$ cat config.mk
export PLATFORM = sky130hd
export DESIGN_NAME = rv_core
export DESIGN_NICKNAME = d
export VERILOG_FILES = /design/src/rv_pkg.sv /design/src/rv_core.sv /design/src/rv_hazard_unit.sv /design/src/rv_mem_wb.sv /design/src/rv_execute.sv /design/src/rv_decode.sv /design/src/rv_fetch.sv /design/src/rv_regfile.sv
export SDC_FILE = /design/constraint.sdc
export NUM_CORES = 2
export LEC_CHECK = 0
export CORE_MARGIN = 2
export CORE_UTILIZATION = 65
export DETAILED_ROUTE_END_ITERATION = 8
export DONT_BUFFER_PORTS = 1
export PLACE_DENSITY_LB_ADDON = 0.12
export SETUP_SLACK_MARGIN = 0.4
export SLEW_MARGIN = 20
export SYNTH_ARGS = -nofsm -noshare
export SYNTH_HDL_FRONTEND = slang
export SYNTH_SLANG_ARGS = --single-unit
$ cat constraint.sdc
create_clock -name i_clk -period 6.4 [get_ports i_clk]
set_clock_uncertainty 0.05 [all_clocks]
set_input_delay 0.32 -clock i_clk [delete_from_list [all_inputs] [get_ports i_clk]]
set_output_delay 0.32 -clock i_clk [all_outputs]
set_load 0.02 [all_outputs]
$ cat src/rv_pkg.sv
`default_nettype none

package rv_pkg;

    localparam int XLEN = 32;
    localparam logic [XLEN-1:0] RESET_PC = '0;

    // Major opcodes
    localparam logic [6:0] OP_REG    = 7'b0110011;
    localparam logic [6:0] OP_IMM    = 7'b0010011;
    localparam logic [6:0] OP_LUI    = 7'b0110111;
    localparam logic [6:0] OP_LOAD   = 7'b0000011;
    localparam logic [6:0] OP_STORE  = 7'b0100011;
    localparam logic [6:0] OP_BRANCH = 7'b1100011;
    localparam logic [6:0] OP_JAL    = 7'b1101111;

    typedef enum logic [3:0] {
        ALU_ADD,
        ALU_SUB,
        ALU_AND,
        ALU_OR,
        ALU_XOR,
        ALU_SLT,
        ALU_SLL,
        ALU_SRL,
        ALU_SRA,
        ALU_LUI
    } alu_op_e;

    // Operand source picked in decode
    typedef enum logic [1:0] {
        FWD_RF,
        FWD_EX,
        FWD_MEM
    } fwd_sel_e;

    typedef struct packed {
        logic    reg_write;
        logic    mem_read;
        logic    mem_write;
        logic    branch;
        logic    branch_ne;
        logic    jump;
        logic    use_imm;
        alu_op_e alu_op;
    } ctrl_t;

    typedef struct packed {
        logic            valid;
        logic [XLEN-1:0] pc;
        logic [XLEN-1:0] instr;
    } if_id_t;

    typedef struct packed {
        logic            valid;
        logic [XLEN-1:0] pc;
        logic [XLEN-1:0] rs1_val;
        logic [XLEN-1:0] rs2_val;
        logic [XLEN-1:0] imm;
        logic [4:0]      rd;
        ctrl_t           ctrl;
    } id_ex_t;

    // Result is already pc+4 for jal
    typedef struct packed {
        logic            valid;
        logic [XLEN-1:0] result;
        logic [XLEN-1:0] store_data;
        logic [4:0]      rd;
        ctrl_t           ctrl;
    } ex_mem_t;

    typedef struct packed {
        logic            valid;
        logic [XLEN-1:0] wdata;
        logic [4:0]      rd;
        logic            reg_write;
    } mem_wb_t;

endpackage

`default_nettype wire
$ cat src/rv_core.sv
`timescale 1ns/1ps
`default_nettype none

module rv_core (
    input  logic                    i_clk,
    input  logic                    i_rst_n,
    input  logic [rv_pkg::XLEN-1:0] i_idt,
    input  logic                    i_acki_n,
    input  logic [rv_pkg::XLEN-1:0] i_drdata,
    input  logic                    i_ackd_n,
    output logic [rv_pkg::XLEN-1:0] o_iad,
    output logic [rv_pkg::XLEN-1:0] o_dad,
    output logic [rv_pkg::XLEN-1:0] o_dwdata,
    output logic                    o_mreq,
    output logic                    o_write
);
    import rv_pkg::*;

    if_id_t          if_id;
    id_ex_t          id_ex;
    ex_mem_t         ex_mem;
    mem_wb_t         wb;
    fwd_sel_e        fwd_a;
    fwd_sel_e        fwd_b;
    logic [4:0]      rs1;
    logic [4:0]      rs2;
    logic            rs1_used;
    logic            rs2_used;
    logic [XLEN-1:0] rs1_data;
    logic [XLEN-1:0] rs2_data;
    logic [XLEN-1:0] ex_fwd;
    logic [XLEN-1:0] mem_fwd;
    logic [XLEN-1:0] target;
    logic            redirect;
    logic            stall;
    logic            flush;
    logic            freeze;

    rv_fetch u_fetch (
        .i_clk      (i_clk),
        .i_rst_n    (i_rst_n),
        .i_idt      (i_idt),
        .i_stall    (stall),
        .i_flush    (flush),
        .i_freeze   (freeze),
        .i_redirect (redirect),
        .i_target   (target),
        .o_iad      (o_iad),
        .o_if_id    (if_id)
    );

    rv_decode u_decode (
        .i_clk      (i_clk),
        .i_rst_n    (i_rst_n),
        .i_if_id    (if_id),
        .i_rs1_data (rs1_data),
        .i_rs2_data (rs2_data),
        .i_ex_fwd   (ex_fwd),
        .i_mem_fwd  (mem_fwd),
        .i_fwd_a    (fwd_a),
        .i_fwd_b    (fwd_b),
        .i_stall    (stall),
        .i_flush    (flush),
        .i_freeze   (freeze),
        .o_rs1      (rs1),
        .o_rs2      (rs2),
        .o_rs1_used (rs1_used),
        .o_rs2_used (rs2_used),
        .o_id_ex    (id_ex)
    );

    rv_regfile u_regfile (
        .i_clk      (i_clk),
        .i_rst_n    (i_rst_n),
        .i_rs1      (rs1),
        .i_rs2      (rs2),
        .i_wb       (wb),
        .o_rs1_data (rs1_data),
        .o_rs2_data (rs2_data)
    );

    rv_execute u_execute (
        .i_clk      (i_clk),
        .i_rst_n    (i_rst_n),
        .i_id_ex    (id_ex),
        .i_freeze   (freeze),
        .o_ex_fwd   (ex_fwd),
        .o_redirect (redirect),
        .o_target   (target),
        .o_ex_mem   (ex_mem)
    );

    rv_mem_wb u_mem_wb (
        .i_clk     (i_clk),
        .i_rst_n   (i_rst_n),
        .i_ex_mem  (ex_mem),
        .i_drdata  (i_drdata),
        .i_freeze  (freeze),
        .o_dad     (o_dad),
        .o_dwdata  (o_dwdata),
        .o_mreq    (o_mreq),
        .o_write   (o_write),
        .o_mem_fwd (mem_fwd),
        .o_wb      (wb)
    );

    rv_hazard_unit u_hazard (
        .i_rs1      (rs1),
        .i_rs2      (rs2),
        .i_rs1_used (rs1_used),
        .i_rs2_used (rs2_used),
        .i_id_ex    (id_ex),
        .i_ex_mem   (ex_mem),
        .i_redirect (redirect),
        .i_acki_n   (i_acki_n),
        .i_ackd_n   (i_ackd_n),
        .i_mreq     (o_mreq),
        .o_fwd_a    (fwd_a),
        .o_fwd_b    (fwd_b),
        .o_stall    (stall),
        .o_flush    (flush),
        .o_freeze   (freeze)
    );

endmodule

`default_nettype wire

$ cat src/rv_hazard_unit.sv
`timescale 1ns/1ps
`default_nettype none

module rv_hazard_unit (
    input  logic [4:0]       i_rs1,
    input  logic [4:0]       i_rs2,
    input  logic             i_rs1_used,
    input  logic             i_rs2_used,
    input  rv_pkg::id_ex_t   i_id_ex,
    input  rv_pkg::ex_mem_t  i_ex_mem,
    input  logic             i_redirect,
    input  logic             i_acki_n,
    input  logic             i_ackd_n,
    input  logic             i_mreq,
    output rv_pkg::fwd_sel_e o_fwd_a,
    output rv_pkg::fwd_sel_e o_fwd_b,
    output logic             o_stall,
    output logic             o_flush,
    output logic             o_freeze
);
    import rv_pkg::*;

    logic ex_writes;
    logic mem_writes;
    logic load_in_ex;

    assign ex_writes  = i_id_ex.valid && i_id_ex.ctrl.reg_write && (i_id_ex.rd != 5'd0);
    assign mem_writes = i_ex_mem.valid && i_ex_mem.ctrl.reg_write && (i_ex_mem.rd != 5'd0);
    assign load_in_ex = ex_writes && i_id_ex.ctrl.mem_read;

    // Youngest producer wins
    function automatic fwd_sel_e fwd_for(input logic [4:0] rs);
        if (ex_writes && i_id_ex.rd == rs) begin
            return FWD_EX;
        end else if (mem_writes && i_ex_mem.rd == rs) begin
            return FWD_MEM;
        end
        return FWD_RF;
    endfunction

    always_comb begin
        o_fwd_a = fwd_for(i_rs1);
        o_fwd_b = fwd_for(i_rs2);
    end

    // Load data arrives one stage too late for EX forwarding
    assign o_stall = load_in_ex
        && ((i_rs1_used && i_id_ex.rd == i_rs1) || (i_rs2_used && i_id_ex.rd == i_rs2));

    assign o_flush  = i_redirect;
    assign o_freeze = i_acki_n || (i_ackd_n && i_mreq);

endmodule

`default_nettype wire

$ cat src/rv_mem_wb.sv
`timescale 1ns/1ps
`default_nettype none

module rv_mem_wb (
    input  logic                    i_clk,
    input  logic                    i_rst_n,
    input  rv_pkg::ex_mem_t         i_ex_mem,
    input  logic [rv_pkg::XLEN-1:0] i_drdata,
    input  logic                    i_freeze,
    output logic [rv_pkg::XLEN-1:0] o_dad,
    output logic [rv_pkg::XLEN-1:0] o_dwdata,
    output logic                    o_mreq,
    output logic                    o_write,
    output logic [rv_pkg::XLEN-1:0] o_mem_fwd,
    output rv_pkg::mem_wb_t         o_wb
);
    import rv_pkg::*;

    logic is_load;
    logic is_store;

    assign is_load  = i_ex_mem.valid && i_ex_mem.ctrl.mem_read;
    assign is_store = i_ex_mem.valid && i_ex_mem.ctrl.mem_write;

    // Data bus strobes, held by freeze until the acknowledge drops
    assign o_mreq   = is_load || is_store;
    assign o_write  = is_store;
    assign o_dad    = i_ex_mem.result;
    assign o_dwdata = i_ex_mem.store_data;

    // Load data only valid once i_ackd_n is low
    assign o_mem_fwd = is_load ? i_drdata : i_ex_mem.result;

    // MEM/WB register
    always_ff @(posedge i_clk or negedge i_rst_n) begin
        if (!i_rst_n) begin
            o_wb <= '0;
        end else if (!i_freeze) begin
            o_wb.valid     <= i_ex_mem.valid;
            o_wb.wdata     <= o_mem_fwd;
            o_wb.rd        <= i_ex_mem.rd;
            o_wb.reg_write <= i_ex_mem.valid && i_ex_mem.ctrl.reg_write;
        end
    end

endmodule

`default_nettype wire

$ cat src/rv_execute.sv
`timescale 1ns/1ps
`default_nettype none

module rv_execute (
    input  logic                    i_clk,
    input  logic                    i_rst_n,
    input  rv_pkg::id_ex_t          i_id_ex,
    input  logic                    i_freeze,
    output logic [rv_pkg::XLEN-1:0] o_ex_fwd,
    output logic                    o_redirect,
    output logic [rv_pkg::XLEN-1:0] o_target,
    output rv_pkg::ex_mem_t         o_ex_mem
);
    import rv_pkg::*;

    logic [XLEN-1:0] op_a;
    logic [XLEN-1:0] op_b;
    logic [XLEN-1:0] alu_res;
    logic [XLEN-1:0] pc_plus4;
    logic [4:0]      shamt;
    logic            equal;
    logic            taken;

    assign op_a  = i_id_ex.rs1_val;
    assign op_b  = i_id_ex.ctrl.use_imm ? i_id_ex.imm : i_id_ex.rs2_val;
    assign shamt = op_b[4:0];

    always_comb begin
        case (i_id_ex.ctrl.alu_op)
            ALU_SUB: alu_res = op_a - op_b;
            ALU_AND: alu_res = op_a & op_b;
            ALU_OR:  alu_res = op_a | op_b;
            ALU_XOR: alu_res = op_a ^ op_b;
            ALU_SLT: alu_res = {{(XLEN-1){1'b0}}, $signed(op_a) < $signed(op_b)};
            ALU_SLL: alu_res = op_a << shamt;
            ALU_SRL: alu_res = op_a >> shamt;
            ALU_SRA: alu_res = $signed(op_a) >>> shamt;
            ALU_LUI: alu_res = op_b;
            default: alu_res = op_a + op_b;
        endcase
    end

    // Link value for jal
    assign pc_plus4 = i_id_ex.pc + XLEN'(4);
    assign o_ex_fwd = i_id_ex.ctrl.jump ? pc_plus4 : alu_res;

    // Branches compare the raw rs2 operand, not the immediate
    assign equal      = (i_id_ex.rs1_val == i_id_ex.rs2_val);
    assign taken      = i_id_ex.ctrl.branch && (i_id_ex.ctrl.branch_ne ? !equal : equal);
    assign o_redirect = i_id_ex.valid && (i_id_ex.ctrl.jump || taken);
    assign o_target   = i_id_ex.pc + i_id_ex.imm;

    // EX/MEM register
    always_ff @(posedge i_clk or negedge i_rst_n) begin
        if (!i_rst_n) begin
            o_ex_mem <= '0;
        end else if (!i_freeze) begin
            o_ex_mem.valid      <= i_id_ex.valid;
            o_ex_mem.result     <= o_ex_fwd;
            o_ex_mem.store_data <= i_id_ex.rs2_val;
            o_ex_mem.rd         <= i_id_ex.rd;
            o_ex_mem.ctrl       <= i_id_ex.ctrl;
        end
    end

endmodule

`default_nettype wire

$ cat src/rv_decode.sv
`timescale 1ns/1ps
`default_nettype none

module rv_decode (
    input  logic                    i_clk,
    input  logic                    i_rst_n,
    input  rv_pkg::if_id_t          i_if_id,
    input  logic [rv_pkg::XLEN-1:0] i_rs1_data,
    input  logic [rv_pkg::XLEN-1:0] i_rs2_data,
    input  logic [rv_pkg::XLEN-1:0] i_ex_fwd,
    input  logic [rv_pkg::XLEN-1:0] i_mem_fwd,
    input  rv_pkg::fwd_sel_e        i_fwd_a,
    input  rv_pkg::fwd_sel_e        i_fwd_b,
    input  logic                    i_stall,
    input  logic                    i_flush,
    input  logic                    i_freeze,
    output logic [4:0]              o_rs1,
    output logic [4:0]              o_rs2,
    output logic                    o_rs1_used,
    output logic                    o_rs2_used,
    output rv_pkg::id_ex_t          o_id_ex
);
    import rv_pkg::*;

    logic [XLEN-1:0] instr;
    logic [6:0]      opcode;
    logic [2:0]      funct3;
    logic            legal;
    logic            decode_ok;
    logic            issue;
    ctrl_t           ctrl;
    logic [XLEN-1:0] imm;
    logic [XLEN-1:0] op_a;
    logic [XLEN-1:0] op_b;

    function automatic logic [XLEN-1:0] fwd_pick(input fwd_sel_e sel,
                                                 input logic [XLEN-1:0] rf_val);
        case (sel)
            FWD_EX:  return i_ex_fwd;
            FWD_MEM: return i_mem_fwd;
            default: return rf_val;
        endcase
    endfunction

    assign instr  = i_if_id.instr;
    assign opcode = instr[6:0];
    assign funct3 = instr[14:12];
    assign o_rs1  = instr[19:15];
    assign o_rs2  = instr[24:20];

    always_comb begin
        ctrl  = '0;
        legal = 1'b1;
        imm   = {{20{instr[31]}}, instr[31:20]};
        case (opcode)
            OP_REG, OP_IMM: begin
                ctrl.reg_write = 1'b1;
                ctrl.use_imm   = (opcode == OP_IMM);
                case (funct3)
                    3'b000:  ctrl.alu_op = (opcode == OP_REG && instr[30]) ? ALU_SUB : ALU_ADD;
                    3'b001:  ctrl.alu_op = ALU_SLL;
                    3'b010:  ctrl.alu_op = ALU_SLT;
                    3'b100:  ctrl.alu_op = ALU_XOR;
                    3'b101:  ctrl.alu_op = instr[30] ? ALU_SRA : ALU_SRL;
                    3'b110:  ctrl.alu_op = ALU_OR;
                    3'b111:  ctrl.alu_op = ALU_AND;
                    default: legal = 1'b0;
                endcase
            end
            OP_LUI: begin
                ctrl.reg_write = 1'b1;
                ctrl.use_imm   = 1'b1;
                ctrl.alu_op    = ALU_LUI;
                imm            = {instr[31:12], 12'b0};
            end
            OP_LOAD: begin
                ctrl.reg_write = 1'b1;
                ctrl.mem_read  = 1'b1;
                ctrl.use_imm   = 1'b1;
            end
            OP_STORE: begin
                ctrl.mem_write = 1'b1;
                ctrl.use_imm   = 1'b1;
                imm            = {{20{instr[31]}}, instr[31:25], instr[11:7]};
            end
            OP_BRANCH: begin
                // only beq and bne
                ctrl.branch    = 1'b1;
                ctrl.branch_ne = funct3[0];
                legal          = (funct3[2:1] == 2'b00);
                imm = {{19{instr[31]}}, instr[31], instr[7], instr[30:25], instr[11:8], 1'b0};
            end
            OP_JAL: begin
                ctrl.reg_write = 1'b1;
                ctrl.jump      = 1'b1;
                imm = {{11{instr[31]}}, instr[31], instr[19:12], instr[20], instr[30:21], 1'b0};
            end
            default: legal = 1'b0;
        endcase
    end

    assign decode_ok  = i_if_id.valid && legal;
    assign o_rs1_used = decode_ok && (opcode != OP_LUI) && (opcode != OP_JAL);
    assign o_rs2_used = decode_ok && (opcode inside {OP_REG, OP_STORE, OP_BRANCH});
    assign issue      = decode_ok && !i_stall && !i_flush;

    always_comb begin
        op_a = fwd_pick(i_fwd_a, i_rs1_data);
        op_b = fwd_pick(i_fwd_b, i_rs2_data);
    end

    // ID/EX register, bubble on stall or flush
    always_ff @(posedge i_clk or negedge i_rst_n) begin
        if (!i_rst_n) begin
            o_id_ex <= '0;
        end else if (!i_freeze) begin
            o_id_ex.valid   <= issue;
            o_id_ex.pc      <= i_if_id.pc;
            o_id_ex.rs1_val <= op_a;
            o_id_ex.rs2_val <= op_b;
            o_id_ex.imm     <= imm;
            o_id_ex.rd      <= instr[11:7];
            o_id_ex.ctrl    <= issue ? ctrl : '0;
        end
    end

endmodule

`default_nettype wire

$ cat src/rv_fetch.sv
`timescale 1ns/1ps
`default_nettype none

module rv_fetch (
    input  logic                    i_clk,
    input  logic                    i_rst_n,
    input  logic [rv_pkg::XLEN-1:0] i_idt,
    input  logic                    i_stall,
    input  logic                    i_flush,
    input  logic                    i_freeze,
    input  logic                    i_redirect,
    input  logic [rv_pkg::XLEN-1:0] i_target,
    output logic [rv_pkg::XLEN-1:0] o_iad,
    output rv_pkg::if_id_t          o_if_id
);
    import rv_pkg::*;

    logic [XLEN-1:0] pc;
    logic [XLEN-1:0] pc_next;

    // Redirect wins, a load-use stall keeps the same address
    always_comb begin
        if (i_redirect) begin
            pc_next = i_target;
        end else if (i_stall) begin
            pc_next = pc;
        end else begin
            pc_next = pc + XLEN'(4);
        end
    end

    always_ff @(posedge i_clk or negedge i_rst_n) begin
        if (!i_rst_n) begin
            pc <= RESET_PC;
        end else if (!i_freeze) begin
            pc <= pc_next;
        end
    end

    assign o_iad = pc;

    // IF/ID register
    always_ff @(posedge i_clk or negedge i_rst_n) begin
        if (!i_rst_n) begin
            o_if_id <= '0;
        end else if (!i_freeze) begin
            if (i_flush) begin
                o_if_id.valid <= 1'b0;
            end else if (!i_stall) begin
                o_if_id <= '{valid: 1'b1, pc: pc, instr: i_idt};
            end
        end
    end

endmodule

`default_nettype wire

$ cat src/rv_regfile.sv
`timescale 1ns/1ps
`default_nettype none

module rv_regfile (
    input  logic                    i_clk,
    input  logic                    i_rst_n,
    input  logic [4:0]              i_rs1,
    input  logic [4:0]              i_rs2,
    input  rv_pkg::mem_wb_t         i_wb,
    output logic [rv_pkg::XLEN-1:0] o_rs1_data,
    output logic [rv_pkg::XLEN-1:0] o_rs2_data
);
    import rv_pkg::*;

    logic [XLEN-1:0] regs [1:31];
    logic            wr_en;

    assign wr_en = i_wb.valid && i_wb.reg_write && (i_wb.rd != 5'd0);

    always_ff @(posedge i_clk or negedge i_rst_n) begin
        if (!i_rst_n) begin
            for (int i = 1; i < 32; i++) begin
                regs[i] <= '0;
            end
        end else if (wr_en) begin
            regs[i_wb.rd] <= i_wb.wdata;
        end
    end

    // x0 reads zero, a same-cycle write is passed through
    function automatic logic [XLEN-1:0] rd_port(input logic [4:0] addr);
        if (addr == 5'd0) begin
            return '0;
        end else if (wr_en && addr == i_wb.rd) begin
            return i_wb.wdata;
        end
        return regs[addr];
    endfunction

    always_comb begin
        o_rs1_data = rd_port(i_rs1);
        o_rs2_data = rd_port(i_rs2);
    end

endmodule

`default_nettype wire

==> run metrics <==
Ports 166; CTS clk-pin slew, worst paths 0.06 ns; crit path from u_decode.o_id_ex[4]; Yosys cell types 97; Synth area leader dfrtp_1; CP max stage cell dfrtp_2; clock root buffer clkbuf_16; first-pass GRT wire length 427000 µm; FFs w/ async S/R, synth 100.0%; Synth Net Count 7063; Seq/Total Area, Yosys 41.09%; PwrDens 223.5 nW/µm²; WL/cell 35.37 µm; CP endpoint kind register; Routed WL 293700 µm; WP depth 14; commonest non-fill, non-tap cell in the layout dfrtp_1; Via-to-Cell Ratio 7.464; reg2reg end u_decode.o_id_ex[95]; commonest cells after routing, fill and taps aside 1320 x dfrtp_1, 1144 x mux2_2, 852 x nand2_1, 621 x mux4_2, 252 x a21oi_1; initial antenna violation count 13; CTS sink count 1346; final setup vio count 0; Core Box Area 125400 µm²; vias in the first global route 61410; post-synthesis instance total 6861; ys flop type dfrtp_1; Leak 40.08 nW; critical path data required time 7.05 ns; crit path setup slack, layout 0.8487 ns; CP startpoint kind register; First DRT Iteration DRCs 8245; Setup CP Type register to register; final hold violation count 0; cell area after synthesis 81970 µm²; clk buf depth 3; worst r2r path cells 14; R2R Path Start u_decode.o_id_ex[4]; RSZ-0062 raised after global routing no; fin. max-slew vios 0; Hold Slack 0.06010 ns; layout cell share with drive strength beyond 1 34.15%; gpl congestion 1.079; cts bufs inserted 144; DIE AREA 129000 µm²; H-Tree Depth 4; Die Wd 359.1 µm; fin nets 6741; GRT overflow 0; Die Y 359.1 µm; CP endpoint u_decode.o_id_ex[95]; DRC viols 0; min Tclk post-route 5.551 ns; final worst-path cycle share 86.74%; delay-heaviest family, CP compound AO/OA/AOI/OAI gates; CP Buf/Inv Count 2; Worst Hold Class input pin to register; Seq cells post-synth 1346; VDD IR max 0.2942 mV; Max transition margin 19.96%; reg2reg setup slack 0.85 ns; Post-synth EDFFs 0; gr usage total 45.49%; critical path peak fanout 19; status complete, no violations; port buffer count 0; Mean Syn Cell Area 11.95 µm²; post-CTS resize count 0; pin count of the biggest net entering global routing 231; pre-CTS setup slack 1.022 ns; CTS tree built; clk_lat worst skew 0.82 ns; Worst-Margin Slew 1.198 ns; initial core utilization 65.36%; Syn. warnings 0; routed vias 61990; Core Rows 130; Final HPWL DP 190100 µm; Critical Path AT 6.20 ns; crit-path cells buf_4 > mux2_2 > inv_1 > ha_1 > or3_4 > or3_4 > a2111oi_4 > nor3b_1 > o21ai_1 > xnor2_1 > o221ai_1 > o221ai_1 > o21ai_0 > a21boi_1; fmax 180.1 MHz; DR pass1 iterations 7; Layout area overhead 8.030%; Area contributors post-synth dfrtp_1 41%, mux4_2 17%, mux2_2 16%; Final TNS setup 0 ns; crit-path max cell delay 0.87 ns; Max-Cap Viols 0; Antenna Nets Post-Route 0; Yosys top cell area share 41.09%
through the flow:
step | total power, W | area (µm²) | util, % | instances
3_3_place_gp | 0.01120 | 82900 | 66.10 | 7977
5_1_grt | 0.02034 | 88540 | 70.60 | 8300
2_1_floorplan | 0.01036 | 81970 | - | 6861
4_1_cts | 0.01977 | 88430 | 70.51 | 8297
6_report | 0.01979 | 88550 | 70.61 | 8305
3_5_place_dp | 0.01122 | 82900 | 66.11 | 7977
metal layers:
metal  share of wire (%)  routed length, µm  GRT usage (%)  vias up
met5               0.017                 49              0        -
met3                  11              31610          12.45     1179
met1                  36             106600          58.87    31860
li1                    -                  -              -    24900
met2                  45             130700          67.15     4039
met4                 8.4              24740          31.75        8
kinds of logic (layout without fill, tap and decap cells):
kind of cell	count (synthesis)	after routing	synth area share (%)
DFF	1346	1346	41.09
adders and majority gates	134	134	2.073
muxes	1926	1926	34.79
buffers and inverters	796	585	4.167
other	0	5	0
xor gates and xnor gates	146	146	1.560
AOI/OAI and AO/OA	1073	1073	8.697
and+or+nand+nor	1440	1440	7.620
cell type report:
cell class	instances	area (µm²)
clock inverter	40	616.8
sequential	1346	33730
fill	8344	36850
multi-input combinational	4719	45210
antenna	5	12.51
timing repair buffer	215	2212
clock buffer	217	4279
inverter	113	424.2
tap	1650	2064
repair_timing:
item                      in CTS  in global routing
hold endpoints to repair     283                  0
hold buffers                  63                  0
setup buffers                  0                  0
worst min path at each step:
stage / from / endpoint / slack [ns] / cells after the start
finish: i_drdata[30] / u_mem_wb.o_wb[36] / 0.06 / 2
global route: i_drdata[30] / u_mem_wb.o_wb[36] / 0.06 / 2
global placement: i_rst_n / u_execute.o_ex_mem[21] / -0.03 / 0
detailed placement: i_rst_n / u_execute.o_ex_mem[21] / -0.03 / 0
CTS: i_drdata[30] / u_mem_wb.o_wb[36] / 0.02 / 2
floorplan: i_rst_n / u_decode.o_id_ex[0] / -0.03 / 0
registers in the layout, indices dropped and copies added, names as in the netlist:
register and count:
u_execute.o_ex_mem 73, u_regfile.regs 992, u_decode.o_id_ex 145, u_mem_wb.o_wb 39, u_fetch.o_iad 32, u_fetch.o_if_id 65
synth_stat cells, drive strengths merged, types with 27 or more instances:
| master | count |
|---|---|
| a211oi | 52 |
| a21o | 32 |
| a21oi | 255 |
| a221oi | 58 |
| a22o | 66 |
| a22oi | 30 |
| a31oi | 27 |
| and3 | 28 |
| buf | 255 |
| clkbuf | 428 |
| dfrtp | 1346 |
| ha | 131 |
| inv | 112 |
| mux2 | 1146 |
| mux2i | 159 |
| mux4 | 621 |
| nand2 | 862 |
| nand3 | 69 |
| nand4 | 33 |
| nor2 | 224 |
| nor3 | 60 |
| o21ai | 284 |
| o221ai | 37 |
| o22ai | 32 |
| xnor2 | 72 |
| xor2 | 74 |
power breakdown:
part	total, W	internal [W]	switching, W
clock	0.00864	0.00495	0.00369
sequential	0.00917	0.00866	0.000509
combinational	0.00199	0.000702	0.00128
Note: power is estimated with default switching activity, not from simulation.
